## src/isaPkg.sv

```systemverilog
package isaPkg;

  // Datapath sizes
  localparam int wordWidth    = 16;
  localparam int regAddrWidth = 4;  // Sixteen registers
  localparam int immWidth     = 8;  // LLB immediate
  localparam int flagWidth    = 3;

  // Reduced opcode set
  typedef enum logic [3:0] {
    opAdd = 4'b0000,
    opSub = 4'b0001,
    opAnd = 4'b0010,
    opXor = 4'b0011,
    opLw  = 4'b1000,
    opSw  = 4'b1001,
    opLlb = 4'b1010,
    opHlt = 4'b1111
  } opcodeT;

  // Instruction field positions
  localparam int opMsb  = 15;
  localparam int opLsb  = 12;
  localparam int rdMsb  = 11;
  localparam int rdLsb  = 8;
  localparam int rsMsb  = 7;
  localparam int rsLsb  = 4;
  localparam int rtMsb  = 3;   // Also LW/SW offset
  localparam int rtLsb  = 0;
  localparam int immMsb = 7;
  localparam int immLsb = 0;

  // Flag bits
  localparam int flagZ = 2;
  localparam int flagV = 1;
  localparam int flagN = 0;

endpackage

```

## src/regFile.sv

```systemverilog
module regFile (
  input  logic                            clk,
  input  logic                            rstN,
  input  logic [isaPkg::regAddrWidth-1:0] rdAddrA,
  input  logic [isaPkg::regAddrWidth-1:0] rdAddrB,
  output logic [isaPkg::wordWidth-1:0]    rdDataA,
  output logic [isaPkg::wordWidth-1:0]    rdDataB,
  input  logic                            wrEn,
  input  logic [isaPkg::regAddrWidth-1:0] wrAddr,
  input  logic [isaPkg::wordWidth-1:0]    wrData
);
  import isaPkg::*;

  logic [wordWidth-1:0] regs [2**regAddrWidth];
  logic                 wrLive;   // Write that actually lands

  assign wrLive = wrEn && (wrAddr != '0);  // r0 stays zero

  always_ff @(posedge clk or negedge rstN) begin
    if (!rstN) begin
      for (int i = 0; i < 2**regAddrWidth; i++) begin
        regs[i] <= '0;
      end
    end else if (wrLive) begin
      regs[wrAddr] <= wrData;
    end
  end

  // Write-through so WB and ID can share a cycle
  assign rdDataA = (wrLive && (wrAddr == rdAddrA)) ? wrData : regs[rdAddrA];
  assign rdDataB = (wrLive && (wrAddr == rdAddrB)) ? wrData : regs[rdAddrB];

endmodule

```

## config.mk

```make
export PLATFORM = sky130hd
export DESIGN_NAME = regFile
export DESIGN_NICKNAME = d
export VERILOG_FILES = /design/src/isaPkg.sv /design/src/regFile.sv
export SDC_FILE = /design/constraint.sdc
export NUM_CORES = 1
export LEC_CHECK = 0
export ABC_CLOCK_PERIOD_IN_PS = 1500
export BUFFER_PORTS_ARGS = -buffer_cell sky130_fd_sc_hd__buf_2
export CORE_ASPECT_RATIO = 1.75
export CORE_MARGIN = 2
export CORE_UTILIZATION = 45
export DETAILED_ROUTE_END_ITERATION = 10
export SETUP_SLACK_MARGIN = 0.15
export SLEW_MARGIN = 20
export SYNTH_ARGS = -nofsm -noshare
export SYNTH_HDL_FRONTEND = slang
export SYNTH_SLANG_ARGS = --single-unit
```

## constraint.sdc

```tcl
create_clock -name clk -period 1.5 [get_ports clk]
set_input_delay 0.15 -clock clk [delete_from_list [all_inputs] [get_ports clk]]
set_output_delay 0.15 -clock clk [all_outputs]
set_load 0.005 [all_outputs]
```

==> flow_summary.yaml <==
worst_hold_path:
  hold_path.startpoint: "wrData[15]"
  hp-class: "input port to flop"
job:
  maxCapViolations: 0
route:
  routed_wl_um: 40500
  via_per_inst: 6.17
  via_count: 8695
  ant_nets: 0
  drt_pass1_iterations: 4
  wl_per_cell_um: 28.7
  drc: 0
  drtIter0Drc: 534
placed_design:
  place_hpwl_um: 25600
  io_buffers: 62
  placedInstanceArea_mm2: 0.0160
  dp.cells: 1351
  pre_cts_ws_ns: -0.622
  gp_congestion: 0.790
yosys:
  syn_nets: 916
  synth.cell_area_mm2: 0.0142
  synth.area.top_cells: "dfrtp_1 (45%), mux4_2 (20%), mux2_2 (16%)"
  synth_area_per_cell_um2: 16.0
  seq_area_frac_synth: 0.452
  synth_mux_area_frac: 0.490
  ys_types: 22
  synth_top_area_share: 0.452
  synthAdderAreaFrac: 0
  yosys_warnings: 0
  synth_area_leader_cell: "dfrtp_1"
  synthSimpleGateAreaFrac: 0.0132
  ys_ff_latch: 256
  synth_compound_area_frac: 0.00115
  synth-xor-area-share: 0.00495
  netlist_instances: 885
  synth_top_family_by_area: "multiplexers"
status:
  outcome: "finished with violations"
  violations: "setup timing"
global_route:
  grt_pass1_vias: 9790
  grt_overflow: 0
  antenna_found_initial: 0
  grt_max_degree: 49
  grt_usage: 0.250
  grt_pass1_wl_um: 61700
critical_path:
  cp_slowest_stage_delay_ns: 0.49
  r2r-start: "regs[166]"
  startpoint: "regs[2]"
  start_kind: "flop"
  cp_cell_sequence: "mux4_2 -> mux2i_2 -> mux2i_1 -> mux2_2 -> buf_2"
  crit_type: "flop to output pin"
  worstPathMaxFanout: 3
  arrival_ns: 2.22
  crit_slowest_cell: "mux4_2"
  crit_required_ns: 1.35
  end_kind: "output pin"
pwr:
  power_density_mw_per_mm2: 1310
  ir_drop_v: 0.000962
  power.total_uw: 22600
  leakage_uw: 0.00756
clocking:
  tritoncts: "built"
  clockBufferDepth: 3
  cts_buffers: 26
  clk_latency_ns: 0.53
  htree_levels: 1
  path_clk_slew_ns: 0.06
  cts-root-buf: "clkbuf_16"
  clock-sinks: 256
timing:
  rsz0062_at_grt: "yes"
  hold_viol_final: 0
  post-route-period-util: 1.58
  tightest_slew_ns: 0.523
  hold_slack_ns: 0.0645
  fin_skew_ns: 0
  slew_headroom: 0.651
  period_minus_slack_ns: 2.37
  final_max_slew_viol_count: 0
  setup_violations: 32
  max_clock_freq_mhz: 422
  worst_slack_ns: -0.872
die:
  die_area_mm2: 0.0330
  core-area_mm2: 0.0312
  initial_core_util: 0.454
  rows: 86
  die_x_um: 138
  die_y_um: 239
  ios: 63
final_layout:
  multiInputGateArea_mm2: 0.00755
  insertedDiodeCount: 0
  drive_gt1_frac: 0.607
  design_area_mm2: 0.0173
  layout.cells.non_filler: 1409
  ff_latch_area_mm2: 0.00641
  fill_cells: 2552
  areaGrowthSynthToFinish_pct: 22.0
  final_nets: 1026
  reg.largest.list: "regs: 256 flops"
  largest-register: "regs"
  largest_reg_flops: 256
==> metal layers <==
metal,global-route usage,share of wire,up-vias
met2,0.451,0.53,239
met1,0.309,0.39,4767
met3,0.0304,0.039,77
li1,-,-,3612
met5,0,0,-
met4,0.0869,0.034,0
==> cell families (layout without fill, tap and decap cells) <==
kind of cell,Yosys count,after routing
compound gates,1,1
xor+xnor,8,8
buf+inv,98,226
flops,256,256
mux,496,496
simple gates,26,26
==> synth_stat cells, drive strengths merged <==
master and n:
clkbuf 39, xnor2 8, nand2 1, nor2 11, nand3 1, mux2i 96
or3 3, mux4 128, dfrtp 256, o41ai 1, and3 1, mux2 272
buf 59, nand4 2, nand2b 3, nand3b 3, nor3b 1
==> critical path, delay by kind of cell (launching register included) <==
family,cells,cell delay (ns)
flops,1,0.39
mux,4,1.15
buf+inv,1,0.13
==> where the power goes <==
| part | switching, uW | total (uW) | internal, uW |
|---|---|---|---|
| combinational | 2160 | 6300 | 4140 |
| sequential | 1150 | 9580 | 8430 |
| clock | 2800 | 6690 | 3890 |
==> final timing paths <==
check,to,slack (ns),cells past startpoint
max reg2reg,regs[166],0.47,3
min,regs[191],0.06,2
min reg2reg,regs[250],0.39,0
min in group asynchronous,regs[94],0.11,2
max,rdDataB[2],-0.87,5
max in group asynchronous,regs[148],0.74,3
==> per-stage QoR <==
stage	TNS [ns]	utilization
final	-24.85	0.554
after global routing	-27.15	0.554
after CTS	-25.66	0.550
after detailed placement	-32.12	0.512
after global placement	-25.95	0.512
after floorplan	-2.16	-
==> cell type report <==
type	instances	share of cell area
clock buffer	40	0.0471
clock inverter	6	0.00333
tap	396	0.0287
sequential	256	0.371
timing repair buffer	180	0.114
multi-input combinational	531	0.437
==> placed cells by master, fill, tap and decap left out, types with 27 or more instances in the layout <==
master / netlist / final
buf_12: 0 / 46
buf_2: 39 / 31
buf_4: 0 / 73
buf_6: 17 / 28
clkbuf_16: 0 / 27
dfrtp_1: 256 / 256
mux2_1: 62 / 36
mux2_2: 200 / 172
mux2_4: 10 / 64
mux2i_1: 96 / 82
mux4_2: 128 / 128
==> what timing repair did <==
action,CTS,global route
gates resized for setup,55,20
endpoints found under the hold margin,256,0
setup endpoints to repair,32,32
hold buffers,1,0
setup buffers,5,6
Note: power is estimated with default switching activity, not from simulation.
