<file path="src/isaPkg.sv">
package isaPkg;

  // Datapath sizes
  localparam int wordWidth    = 16;
  localparam int regAddrWidth = 4;  // Sixteen registers
  localparam int immWidth     = 8;  // LLB immediate
  localparam int flagWidth    = 3;

  // Reduced opcode set
  typedef enum logic [3:0] {
    opAdd = 4'b0000,
    opSub = 4'b0001,
    opAnd = 4'b0010,
    opXor = 4'b0011,
    opLw  = 4'b1000,
    opSw  = 4'b1001,
    opLlb = 4'b1010,
    opHlt = 4'b1111
  } opcodeT;

  // Instruction field positions
  localparam int opMsb  = 15;
  localparam int opLsb  = 12;
  localparam int rdMsb  = 11;
  localparam int rdLsb  = 8;
  localparam int rsMsb  = 7;
  localparam int rsLsb  = 4;
  localparam int rtMsb  = 3;   // Also LW/SW offset
  localparam int rtLsb  = 0;
  localparam int immMsb = 7;
  localparam int immLsb = 0;

  // Flag bits
  localparam int flagZ = 2;
  localparam int flagV = 1;
  localparam int flagN = 0;

endpackage

</file>
<file path="src/pipePkg.sv">
package pipePkg;

  // IF/ID
  typedef struct packed {
    logic                            valid;
    logic [isaPkg::wordWidth-1:0]    instr;
  } ifIdT;

  // ID/EX, control plus operands read in decode
  typedef struct packed {
    logic                            valid;
    isaPkg::opcodeT                  op;
    logic [isaPkg::regAddrWidth-1:0] rs;     // Zero when unused
    logic [isaPkg::regAddrWidth-1:0] rt;     // Zero when unused
    logic [isaPkg::regAddrWidth-1:0] rd;
    logic [isaPkg::wordWidth-1:0]    aData;
    logic [isaPkg::wordWidth-1:0]    bData;  // rt, or rd for SW
    logic [isaPkg::immWidth-1:0]     imm;
    logic                            regWrt;
    logic                            memRead;
    logic                            memWrt;
    logic                            halt;
  } idExT;

  // EX/MEM
  typedef struct packed {
    logic                            valid;
    logic [isaPkg::regAddrWidth-1:0] rd;
    logic [isaPkg::wordWidth-1:0]    res;        // ALU result or address
    logic [isaPkg::wordWidth-1:0]    storeData;
    logic                            regWrt;
    logic                            memRead;
    logic                            memWrt;
    logic                            halt;
  } exMemT;

  // MEM/WB
  typedef struct packed {
    logic                            valid;
    logic [isaPkg::regAddrWidth-1:0] rd;
    logic [isaPkg::wordWidth-1:0]    val;
    logic                            regWrt;
    logic                            halt;
  } memWbT;

  // EX operand source
  typedef enum logic [1:0] {
    fwdReg,
    fwdExMem,
    fwdMemWb
  } fwdSelT;

endpackage

</file>
<file path="src/hazardIf.sv">
interface hazardIf;
  import isaPkg::*;
  import pipePkg::*;

  // Decode sources, zero if not read
  logic [regAddrWidth-1:0] idRs;
  logic [regAddrWidth-1:0] idRt;

  // ID/EX
  logic [regAddrWidth-1:0] exRs;
  logic [regAddrWidth-1:0] exRt;
  logic [regAddrWidth-1:0] exRd;
  logic                    exRegWrt;
  logic                    exMemRead;

  // Older producers
  logic [regAddrWidth-1:0] memRd;
  logic                    memRegWrt;   // Forwardable result only
  logic [regAddrWidth-1:0] wbRd;
  logic                    wbRegWrt;

  // Unit outputs
  fwdSelT                  fwdA;
  fwdSelT                  fwdB;
  logic                    stall;

  modport pipe (
    output idRs, idRt, exRs, exRt, exRd, exRegWrt, exMemRead,
    output memRd, memRegWrt, wbRd, wbRegWrt,
    input  fwdA, fwdB, stall
  );

  modport unit (
    input  idRs, idRt, exRs, exRt, exRd, exRegWrt, exMemRead,
    input  memRd, memRegWrt, wbRd, wbRegWrt,
    output fwdA, fwdB, stall
  );

endinterface

</file>
<file path="src/hazardUnit.sv">
module hazardUnit (
  hazardIf.unit hz
);
  import isaPkg::*;
  import pipePkg::*;

  // Operand source for one EX read
  function automatic fwdSelT pickSrc(
    input logic [regAddrWidth-1:0] src,
    input logic [regAddrWidth-1:0] memRd,
    input logic                    memRegWrt,
    input logic [regAddrWidth-1:0] wbRd,
    input logic                    wbRegWrt
  );
    if (src == '0) begin
      return fwdReg;  // r0 never forwarded
    end
    if (memRegWrt && (memRd == src)) begin
      return fwdExMem;  // Youngest producer first
    end
    if (wbRegWrt && (wbRd == src)) begin
      return fwdMemWb;  // Includes load data
    end
    return fwdReg;
  endfunction

  //////////////////////////////
  // Forwarding
  //////////////////////////////

  assign hz.fwdA = pickSrc(hz.exRs, hz.memRd, hz.memRegWrt, hz.wbRd, hz.wbRegWrt);
  assign hz.fwdB = pickSrc(hz.exRt, hz.memRd, hz.memRegWrt, hz.wbRd, hz.wbRegWrt);

  //////////////////////////////
  // Load-to-use
  //////////////////////////////

  // exRegWrt already excludes r0, unused sources arrive as zero
  assign hz.stall = hz.exMemRead && hz.exRegWrt &&
                    ((hz.exRd == hz.idRs) || (hz.exRd == hz.idRt));

endmodule

</file>
<file path="src/flat_wrapper.sv">
// flat-port wrapper written by rule: the top's interface ports become plain ports
module hazardUnit_flat import isaPkg::*; import pipePkg::*;
  (hz_idRs, hz_idRt, hz_exRs, hz_exRt, hz_exRd, hz_exRegWrt, hz_exMemRead, hz_memRd, hz_memRegWrt, hz_wbRd, hz_wbRegWrt, hz_fwdA, hz_fwdB, hz_stall);
  hazardIf hz_i ();
  input wire logic [$bits(hz_i.idRs)-1:0] hz_idRs;
  input wire logic [$bits(hz_i.idRt)-1:0] hz_idRt;
  input wire logic [$bits(hz_i.exRs)-1:0] hz_exRs;
  input wire logic [$bits(hz_i.exRt)-1:0] hz_exRt;
  input wire logic [$bits(hz_i.exRd)-1:0] hz_exRd;
  input wire logic [$bits(hz_i.exRegWrt)-1:0] hz_exRegWrt;
  input wire logic [$bits(hz_i.exMemRead)-1:0] hz_exMemRead;
  input wire logic [$bits(hz_i.memRd)-1:0] hz_memRd;
  input wire logic [$bits(hz_i.memRegWrt)-1:0] hz_memRegWrt;
  input wire logic [$bits(hz_i.wbRd)-1:0] hz_wbRd;
  input wire logic [$bits(hz_i.wbRegWrt)-1:0] hz_wbRegWrt;
  output wire logic [$bits(hz_i.fwdA)-1:0] hz_fwdA;
  output wire logic [$bits(hz_i.fwdB)-1:0] hz_fwdB;
  output wire logic [$bits(hz_i.stall)-1:0] hz_stall;
  assign hz_i.idRs = hz_idRs;
  assign hz_i.idRt = hz_idRt;
  assign hz_i.exRs = hz_exRs;
  assign hz_i.exRt = hz_exRt;
  assign hz_i.exRd = hz_exRd;
  assign hz_i.exRegWrt = hz_exRegWrt;
  assign hz_i.exMemRead = hz_exMemRead;
  assign hz_i.memRd = hz_memRd;
  assign hz_i.memRegWrt = hz_memRegWrt;
  assign hz_i.wbRd = hz_wbRd;
  assign hz_i.wbRegWrt = hz_wbRegWrt;
  assign hz_fwdA = hz_i.fwdA;
  assign hz_fwdB = hz_i.fwdB;
  assign hz_stall = hz_i.stall;
  hazardUnit u_core (.hz(hz_i));
endmodule
</file>
<file path="config.mk">
export PLATFORM = sky130hd
export DESIGN_NAME = hazardUnit_flat
export DESIGN_NICKNAME = d
export VERILOG_FILES = /design/src/isaPkg.sv /design/src/pipePkg.sv /design/src/hazardIf.sv /design/src/hazardUnit.sv /design/src/flat_wrapper.sv
export SDC_FILE = /design/constraint.sdc
export NUM_CORES = 1
export LEC_CHECK = 0
export ABC_AREA = 1
export BUFFER_PORTS_ARGS = -buffer_cell sky130_fd_sc_hd__buf_2
export CORE_AREA = 10 10 47 49
export DETAILED_ROUTE_END_ITERATION = 6
export DIE_AREA = 0 0 57 59
export MAX_ROUTING_LAYER = met4
export PLACE_DENSITY = 0.85
export SLEW_MARGIN = 20
export SYNTH_ARGS = -nofsm -noshare
export SYNTH_HDL_FRONTEND = slang
export SYNTH_SLANG_ARGS = --single-unit
</file>
<file path="constraint.sdc">
create_clock -name vclk -period 0.8
set_input_delay 0.08 -clock vclk [all_inputs]
set_output_delay 0.08 -clock vclk [all_outputs]
set_load 0.01 [all_outputs]
</file>
==> impl_results.md <==
- DR iter-0 viols: 9
- Fin nets: around 190
- Netlist cell types: 12
- Final number of hold-violating endpoints: 0
- Routed length per instance: 11.4 um
- RSZ-0062 raised after global routing: yes
- Pin count of the biggest net entering global routing: 5
- Routed vias: 790
- Share of layout cells above drive strength 1: 0.448
- GR Util met1: 0.108
- DR vias/cell: 4.65
- Clock buffer cells: 0
- Die X: 57 um
- Post-DP HPWL: around 1.5 mm
- Setup Viol. Count Final: 5
- GR peak layer: met2
- Hold Slack: 0.479 ns
- Drt pass-1 iters: 4
- Synth Warn #: 0
- CP endpoint kind: primary output
- Global Route met3 Usage: 0.0129
- Gr ovfl total: 0
- First-pass GRT wire length: 3.06 mm
- DRC violations left: 0
- Failing checks: setup timing
- Mapped Cells: 117
- I/O pin count: 37
- Status: finished, violations left
- Worst hold path endpoint: hz_stall
- Sequential cell count: 0
- Critical Path RT: 0.72 ns
- Number of max-slew violations in the final report: 0
- Hold Path Origin: hz_exRegWrt
- Fin crit period: 0.927 ns
- Fmax: 1080 MHz
- Worst Hold Class: in2out
- P&R area growth vs syn: 87.1%
- Post-DRT Antenna Nets: 0
- Final worst slack: -0.127 ns
- Fin cells: between 150 and 200
- Maxcap violations: 0
- Register area share after synthesis: 0
- Placed Cells: 170
- Core area: 1400 um^2
- Relative slew slack: 0.822
- Pleak: around 0.57 nW
- Worst Hold Depth: 4
- Final period util: 1.16
- Least-Margin Pin Slew: 0.265 ns
- Initial antenna violation count: 0
- DRT Wirelength: 1.94 mm
- Number of I/O port buffers: 37
- Pre-CTS setup slack: -0.0820 ns
- CP Launch Type: input port
- GRT Resource Usage Total: 0.107
- Initial Util: 0.352
- Largest area contributor in the netlist: nand2_1
- Post-synth top area share: 0.396
- Mapped Area: 493 um^2
- # rows: 14
- Synth Area per Inst: 4.21 um^2
- Filler cell count: between 100 and 150
- Ant. Diodes: 0
- Worst VDD drop: between 0.2 and 0.25 mV
- Critical path peak fanout: 3
- Synth cell count leaders: nand2_1 (52), inv_1 (28), nor2_1 (16)
- Die Ht: 59 um
- Sequential cell area: 0 um^2
- Die ar.: 3360 um^2
- Critical path arrival: 0.85 ns
- Post-synth net total: about 150
- GR Layer Usage met2: 0.222
- Main area contributors after synthesis: nand2_1 (40%), inv_1 (21%), nor2_1 (12%), nand3_1 (4.1%), nor3_2 (4.1%)
- Most numerous cell in the Yosys netlist: nand2_1
- Pwr per Cell Area: 480 nW/um^2
- Placer Congestion: 0.928
- Critical path class: in2out
- Number of global-route vias before repair: 748
## timing repair
item | in CTS | in global routing
setup buffers | 0 | 0
pin swaps | 20 | 20
gates resized for setup | 31 | 39
setup endpoints to repair | 5 | 5
hold buffers | 0 | 0
cloned | 0 | 0
## worst max path at each step
| stage | start | end | slack, ns |
|---|---|---|---|
| floorplan | hz_exRt[1] | hz_fwdB[1] | 0.14 |
| CTS | hz_memRd[1] | hz_fwdA[1] | -0.04 |
| detailed placement | hz_exRt[3] | hz_fwdB[1] | -0.08 |
| finish | hz_exRt[2] | hz_fwdB[1] | -0.13 |
| global placement | hz_exRs[3] | hz_fwdA[1] | -0.07 |
| global route | hz_exRt[2] | hz_fwdB[1] | -0.16 |
## metrics by stage
step	power [mW]	TNS (ns)	util	area, um^2
after global routing	0.489	-0.508	0.658	922
after detailed placement	0.304	-0.257	0.498	698
after floorplan	0.166	0	-	493
after global placement	0.294	-0.188	0.498	698
after CTS	0.370	-0.0837	0.579	811
final	0.443	-0.260	0.658	922
## kinds of logic after synthesis
kind of cell    count (synthesis)  synth area share
xor+xnor                        2            0.0355
buf+inv                        29             0.221
compound gates                  9             0.102
simple gates                   77             0.642
## cell usage in the layout (no fill, tap or decap), types with 3 or more instances in the layout
cell | netlist | routed
nand2_1 | 52 | 44
o21ai_0 | 4 | 3
nand2_2 | 1 | 7
nand3_1 | 4 | 3
buf_6 | 0 | 11
inv_4 | 0 | 6
inv_2 | 1 | 9
inv_1 | 28 | 13
nor2_1 | 16 | 15
buf_8 | 0 | 8
buf_2 | 0 | 17
## where the power goes
group | switching, mW | internal [mW]
Sequential | 0 | 0
Clock | 0 | 0
Combinational | 0.211 | 0.232
Total | 0.211 | 0.232
## layout make-up
| class | instances | area (um^2) | share of cell area |
|---|---|---|---|
| inverter | 29 | 129 | 0.140 |
| multi-input combinational | 88 | 437 | 0.474 |
| tap | 16 | 20.0 | 0.0217 |
| timing repair buffer | 37 | 337 | 0.365 |
## worst max-delay path: stages
cell and delay [ns]:
buf_4 0.13, xnor2_1 0.16, nand3b_1 0.15, nor2_1 0.14, nor2_2 0.05, buf_2 0.13
## layer usage
metal,share of wire,vias to the layer above,wire length (um)
met2,0.55,28,1060
met4,0,0,0
met1,0.41,344,790
met3,0.046,0,89
li1,-,418,-
met5,0,-,0
Power figures use the tool's default switching activity.
