<file path="src/isaPkg.sv">
package isaPkg;

  // Datapath sizes
  localparam int wordWidth    = 16;
  localparam int regAddrWidth = 4;  // Sixteen registers
  localparam int immWidth     = 8;  // LLB immediate
  localparam int flagWidth    = 3;

  // Reduced opcode set
  typedef enum logic [3:0] {
    opAdd = 4'b0000,
    opSub = 4'b0001,
    opAnd = 4'b0010,
    opXor = 4'b0011,
    opLw  = 4'b1000,
    opSw  = 4'b1001,
    opLlb = 4'b1010,
    opHlt = 4'b1111
  } opcodeT;

  // Instruction field positions
  localparam int opMsb  = 15;
  localparam int opLsb  = 12;
  localparam int rdMsb  = 11;
  localparam int rdLsb  = 8;
  localparam int rsMsb  = 7;
  localparam int rsLsb  = 4;
  localparam int rtMsb  = 3;   // Also LW/SW offset
  localparam int rtLsb  = 0;
  localparam int immMsb = 7;
  localparam int immLsb = 0;

  // Flag bits
  localparam int flagZ = 2;
  localparam int flagV = 1;
  localparam int flagN = 0;

endpackage

</file>
<file path="src/alu.sv">
module alu (
  input  isaPkg::opcodeT                op,
  input  logic [isaPkg::wordWidth-1:0]  a,
  input  logic [isaPkg::wordWidth-1:0]  b,
  input  logic [isaPkg::immWidth-1:0]   imm,
  output logic [isaPkg::wordWidth-1:0]  res,
  output logic [isaPkg::flagWidth-1:0]  flagsOut
);
  import isaPkg::*;

  localparam int msb      = wordWidth - 1;
  localparam int offWidth = rtMsb - rtLsb + 1;  // LW/SW offset bits

  logic ovfl;

  always_comb begin
    ovfl = 1'b0;
    case (op)
      opAdd: begin
        res  = a + b;
        ovfl = (a[msb] == b[msb]) && (res[msb] != a[msb]);  // Same signs in, flip out
      end
      opSub: begin
        res  = a - b;
        ovfl = (a[msb] != b[msb]) && (res[msb] != a[msb]);
      end
      opAnd: res = a & b;
      opXor: res = a ^ b;
      // Sign-extended byte
      opLlb: res = {{(wordWidth - immWidth){imm[immWidth-1]}}, imm};
      // Address, base plus zero-extended offset
      opLw, opSw: res = a + wordWidth'(imm[offWidth-1:0]);
      default: res = '0;  // HLT
    endcase

    // Raw flags, register picks per opcode
    flagsOut[flagZ] = (res == '0);
    flagsOut[flagV] = ovfl;
    flagsOut[flagN] = res[msb];
  end

endmodule

</file>
<file path="config.mk">
export PLATFORM = sky130hd
export DESIGN_NAME = alu
export DESIGN_NICKNAME = d
export VERILOG_FILES = /design/src/isaPkg.sv /design/src/alu.sv
export SDC_FILE = /design/constraint.sdc
export NUM_CORES = 1
export LEC_CHECK = 0
export BUFFER_PORTS_ARGS = -buffer_cell sky130_fd_sc_hd__buf_2
export CORE_MARGIN = 3
export CORE_UTILIZATION = 40
export DETAILED_ROUTE_END_ITERATION = 12
export PLACE_DENSITY = 0.6
export SLEW_MARGIN = 10
export SYNTH_ARGS = -nofsm -noshare
export SYNTH_HDL_FRONTEND = slang
export SYNTH_SLANG_ARGS = --single-unit
</file>
<file path="constraint.sdc">
create_clock -name vclk -period 6.95
set_input_delay 0.695 -clock vclk [all_inputs]
set_output_delay 0.695 -clock vclk [all_outputs]
set_load 0.01 [all_outputs]
</file>
==> results.txt, run 1 <==
Post-CTS setup buffers - 0
Hold Path Origin - op[2]
Fin. Hold Viols - 0
Pleak - 1.38 nW
Setup CP Type - in -> out
Buffers on Ports - 63
Vias per cell - 6.06
Final setup fails - 0
Slowest stage delay, CP - 0.52 ns
Syn_area_per_cell - 6.79 sq um
Sequential cells - 0
Worst slew pin tran - 0.861 ns
Rel. slew slack - 0.424
Maximum vdd drop - 0.0371 mV
Final max-slew violation count - 0
Residual DRC - 0
Slowest stage cell on the critical path - or4b_4
Fin Hold WS - 1.82 ns
Antenna cells - 0
Number of antenna violations at the first check in global routing - 0
Fin crit share - 0.736
Gr ovfl total - 0
Initial DRC count - 257
Final Wtd Congestion - 0.949
CP arrival - 4.42 ns
Die area - 7610 sq um
Synth area leader - ha_1
WP data required - 6.25 ns
Design area - 2960 sq um
I/O pins - 63
Area Growth Syn to Fin - 12.0%
Setup WS pre-CTS - 1.90 ns
First-pass GRT wire length - 13.9 mm
DPL Wire Length - 7.08 mm
Area after DPL - 2960 sq um
Commonest non-fill, non-tap cell in the layout - buf_2
Mapped Area - 2640 sq um
Syn_nets - 472
DIE HEIGHT - 87.2 microns
Startpoint Class - input port
Leading cell types in the layout, fill and taps excluded - 63 x buf_2, 39 x nor2_1, 37 x a21oi_1
Vias in the first global route - 2710
Core ar. - 6170 sq um
Max Clk Rate - 0.196 GHz
Crit-path max FO - 5
Hold-critical path depth - 3
Critical Path End Type - primary output
RSZ-0062 raised after global routing - no
Clkbuf count - 0
WL per Instance - 17.3 microns
Top post-synthesis cells by area - ha_1 17%, a21oi_1 7.0%, nor2_1 5.5%
Nets - 518
Synth warnings - 0
Via Count - 3081
Post-synthesis sequential area ratio - 0
Routed Antenna Nets - 0
CTS resizes - 0
FILL cells - 680
PD cells - 80.5 nW/um^2
Die W - 87.2 microns
Total power - 0.238 mW
Netlist cell types - 67
FF+latch area - 0 sq um
Site Rows - 28
Global Route Usage Sum - 0.222
Status - finished, final reports clean
WL final - 8.79 mm
Cts hold-fix bufs - 0
Min-delay worst type - in -> out
Top cell by count, worst path - buf_2
Synthesized instance count - 389
Initial Util - 0.428
Max Cap Violations - 0
Layout cells sized above 1 - 0.192
Largest net degree at the start of global routing - 25
Setup TNS - 0 ns
Synth top area share - 0.171
Hold EP - res[0]
Fin crit period - 5.11 ns
Setup ws final - 1.84 ns
Drt pass-1 iters - 4
Cells along the critical path - buf_2, ha_1, inv_1, fa_1, nand2b_1, a21oi_2, a211oi_1, a2111o_1, or4_1, or3_1, nor4_2, or4b_4, nor4b_4, buf_2
layout make-up:
class,count,area (sq um),area share
inverter,34,128,0.0432
multi-input combinational,334,2400,0.813
tap,75,93.8,0.0317
timing repair buffer,65,330,0.112
metal layers:
| layer | vias to the layer above | share of wire | track usage |
|---|---|---|---|
| met2 | 124 | 0.43 | 0.340 |
| met3 | 7 | 0.070 | 0.00568 |
| met4 | 0 | 0.0081 | 0.0209 |
| met5 | - | 0 | 0 |
| li1 | 1518 | - | - |
| met1 | 1432 | 0.49 | 0.353 |
power by group:
| group | switching, mW | internal, mW |
|---|---|---|
| clock | 0 | 0 |
| sequential | 0 | 0 |
| combinational | 0.142 | 0.0957 |
| total | 0.142 | 0.0957 |
Yosys cell counts, types with 2 or more instances:
library cell and number:
nor2_1 39, a21oi_1 37, ha_1 36, inv_1 33
nand2_1 22, o21ai_0 22, xnor2_1 14, nand3_1 12
xor2_1 11, clkbuf_1 10, nor3_1 10, a211oi_1 9
mux2i_1 9, or3_1 9, nor2b_1 7, o211ai_1 6
o31ai_1 6, a21o_1 5, buf_2 5, o22ai_1 5
a2111oi_0 4, buf_4 4, nand2b_1 4, o221ai_1 4
or2_2 4, a211o_1 3, a31oi_1 3, and4_1 3
fa_1 3, nand4_1 3, a2111o_1 2, a221o_1 2
a2bb2oi_1 2, a31o_2 2, and3_1 2, nor3b_1 2
nor4_1 2, o2111ai_1 2, or3b_1 2, or4_1 2
cells by family (layout without fill, tap and decap cells):
logic type / after synthesis / in the layout / synth area share
multiplexers: 10 / 10 / 0.0384
buffers and inverters: 55 / 99 / 0.0891
AO/OA/AOI/OAI: 128 / 128 / 0.327
adder cells (fa/ha/maj): 39 / 39 / 0.193
AND/OR/NAND/NOR: 132 / 132 / 0.269
XOR/XNOR: 25 / 25 / 0.0829
critical path, delay by kind of cell:
family / cells / cell delay (ns)
AND/OR/NAND/NOR: 6 / 1.99
AO/OA/AOI/OAI: 3 / 0.84
adder cells (fa/ha/maj): 2 / 0.57
buffers and inverters: 3 / 0.32
metrics by stage:
stage / std cells / utilization
after CTS: 508 / 0.480
final: 508 / 0.480
after global routing: 508 / 0.480
after floorplan: 389 / -
after detailed placement: 508 / 0.480
after global placement: 508 / 0.480
worst max-delay path by stage:
stage / endpoint / start / depth (start not counted) / slack (ns)
final: flagsOut[2] / a[0] / 14 / 1.84
after global routing: flagsOut[2] / a[0] / 15 / 1.65
after floorplan: flagsOut[2] / a[0] / 12 / 2.41
after detailed placement: flagsOut[2] / a[0] / 14 / 1.90
after global placement: flagsOut[2] / a[0] / 14 / 2.02
after CTS: flagsOut[2] / a[0] / 14 / 1.87
Power figures use the tool's default switching activity.
==> inputs of run 2 (changes only) <==
--- a/config.mk
+++ b/config.mk
@@ -5,11 +5,12 @@
 export SDC_FILE = /design/constraint.sdc
 export NUM_CORES = 1
 export LEC_CHECK = 0
+export ABC_AREA = 1
 export BUFFER_PORTS_ARGS = -buffer_cell sky130_fd_sc_hd__buf_2
 export CORE_MARGIN = 3
 export CORE_UTILIZATION = 40
 export DETAILED_ROUTE_END_ITERATION = 12
-export PLACE_DENSITY = 0.6
+export PLACE_DENSITY = 0.61
 export SLEW_MARGIN = 10
 export SYNTH_ARGS = -nofsm -noshare
 export SYNTH_HDL_FRONTEND = slang
==> constraint.sdc (replaced) <==
create_clock -name vclk -period 4.62
set_input_delay 0.462 -clock vclk [all_inputs]
set_output_delay 0.462 -clock vclk [all_outputs]
set_load 0.01 [all_outputs]
==> results.txt, run 2 <==
Worst slew pin tran - 1.12 ns (+0.260 ns)
WL final - 12.7 mm (+44%)
Setup ws final - 1.30 ns (-0.532 ns)
FILL cells - 985 (+45%)
Maximum vdd drop - 0.0405 mV (+9.4%)
WL met2 - 5.60 mm (+47%)
Die W - 100 microns (+15%)
Layout cells sized above 1 - 0.156 (-0.0355)
Setup CP Type - in -> out
Max Clk Rate - 0.301 GHz
Rel. slew slack - 0.250 (-0.174)
Sequential cells - 0 (unchanged)
WL per Instance - 14.8 microns (-14%)
First-pass GRT wire length - 20.3 mm (+47%)
Fin crit period - 3.32 ns
Top post-synthesis cells by area - nand2_1 25%, nand3_1 14%, inv_1 13%
Fin. Hold Viols - 0 (unchanged)
Final max-slew violation count - 0 (unchanged)
Met1 WL - 5.98 mm (+39%)
Setup WS pre-CTS - 1.35 ns (-0.554 ns)
Initial DRC count - 449 (+75%)
RSZ-0062 raised after global routing - no
DPL Wire Length - 11.0 mm (+55%)
Synthesized instance count - 705 (+81%)
CP arrival - 2.85 ns (-1.57 ns)
Via Count - 4443 (+44%)
Synth warnings - 0 (unchanged)
Routed Antenna Nets - 0 (unchanged)
Leading cell types in the layout, fill and taps excluded - 231 x nand2_1, 124 x inv_1, 99 x nand3_1
Most frequent cells after synthesis - 231 x nand2_1, 124 x inv_1, 99 x nand3_1, 65 x nor2_1, 36 x ha_1
Site Rows - 33 (+18%)
Cts hold-fix bufs - 0 (unchanged)
Crit-path max FO - 5 (unchanged)
Syn_area_per_cell - 5.01 sq um (-26%)
Vias in the first global route - 4024 (+48%)
Top-count cell post-synth - nand2_1
Synth area leader - nand2_1
Global Route Usage Sum - 0.251 (+0.0283)
Clkbuf count - 0 (unchanged)
Antenna cells - 0 (unchanged)
WP data required - 4.16 ns (-2.09 ns)
Area Growth Syn to Fin - 8.04%
Startpoint Class - input port
Drt pass-1 iters - 7 (+3)
FF+latch area - 0 sq um (unchanged)
Residual DRC - 0 (unchanged)
Post-synthesis sequential area ratio - 0 (unchanged)
Post-CTS setup buffers - 0 (unchanged)
CTS resizes - 0 (unchanged)
Core ar. - 8380 sq um (+36%)
Hold-critical path depth - 6 (+3)
Final Wtd Congestion - 0.998 (+5.2%)
Multi-input combinational cell area - 2840 sq um (+18%)
Synth top area share - 0.245 (+0.0748)
Largest net degree at the start of global routing - 17 (-32%)
Syn_nets - 788 (+67%)
Critical Path End Type - primary output
Nets - 834 (+61%)
Setup TNS - 0 ns (unchanged)
Final setup fails - 0 (unchanged)
Top sig layer - met4
Number of antenna violations at the first check in global routing - 0 (unchanged)
Gr ovfl total - 0 (unchanged)
Min-delay worst type - in -> out
Netlist cell types - 34 (-49%)
I/O pins - 63 (unchanged)
Metal3 WL - 982 microns (+60%)
Mapped Area - 3530 sq um (+34%)
Vias per cell - 5.20 (-14%)
DIE HEIGHT - 100 microns (+15%)
Buffers on Ports - 63 (unchanged)
Status - finished, final reports clean
Initial Util - 0.422 (-0.00661)
Commonest non-fill, non-tap cell in the layout - nand2_1
PD cells - 112 nW/um^2 (+39%)
Max Cap Violations - 0 (unchanged)
Die area - 10000 sq um (+31%)
Fin crit share - 0.718
Pleak - 2.36 nW (+71%)
## run 2: path summary, 6_finish.rpt
kind / startpoint / to / slack [ns]
setup / recovery: a[0] / flagsOut[2] / 1.30
hold / removal: imm[0] / res[0] / 1.36
## run 2: per-layer routing
| metal | vias up | track usage |
|---|---|---|
| li1 | 2269 | - |
| met1 | 1992 | 0.385 |
| met2 | 174 | 0.403 |
| met3 | 8 | 0.0104 |
| met4 | 0 | 0.0187 |
| met5 | - | 0 |
## run 2: area by class of cell
cell class                 count  area share
tap                          105      0.0344
inverter                     141       0.139
multi-input combinational    545       0.744
timing repair buffer          63      0.0826
## run 2: kinds of logic after synthesis
logic type      share of synthesized area
buf+inv                             0.197
xor+xnor                          0.00992
fa+ha+maj                           0.144
compound gates                     0.0701
simple gates                        0.579
## run 2: per-stage QoR
step,utilization,std cells,hold slack (ns),total power [mW],instance area (sq um)
final,0.455,854,1.36,0.426,3820
after global routing,0.455,854,1.40,0.478,3820
after CTS,0.455,854,1.36,0.420,3820
after detailed placement,0.455,854,1.35,0.418,3820
after global placement,0.455,854,1.36,0.417,3820
after floorplan,-,705,1.13,0.301,3530
## run 2: critical path, cell delays in order
cell and delay, ns:
buf_2 0.10, ha_1 0.30, inv_1 0.09, fa_1 0.39, inv_1 0.11, nand3_1 0.09
nand2_1 0.19, nand2_1 0.12, xor2_1 0.14, inv_1 0.06, nand2_1 0.07, nand4_1 0.09
nor2_1 0.21, nand3_1 0.10, nor2_1 0.16, buf_2 0.16
## run 2: report_power, final
group | total, mW | leakage, nW | switching (mW) | internal [mW]
clock | 0 | 0 | 0 | 0
combinational | 0.426 | 2.36 | 0.287 | 0.139
sequential | 0 | 0 | 0 | 0
total | 0.426 | 2.36 | 0.287 | 0.139
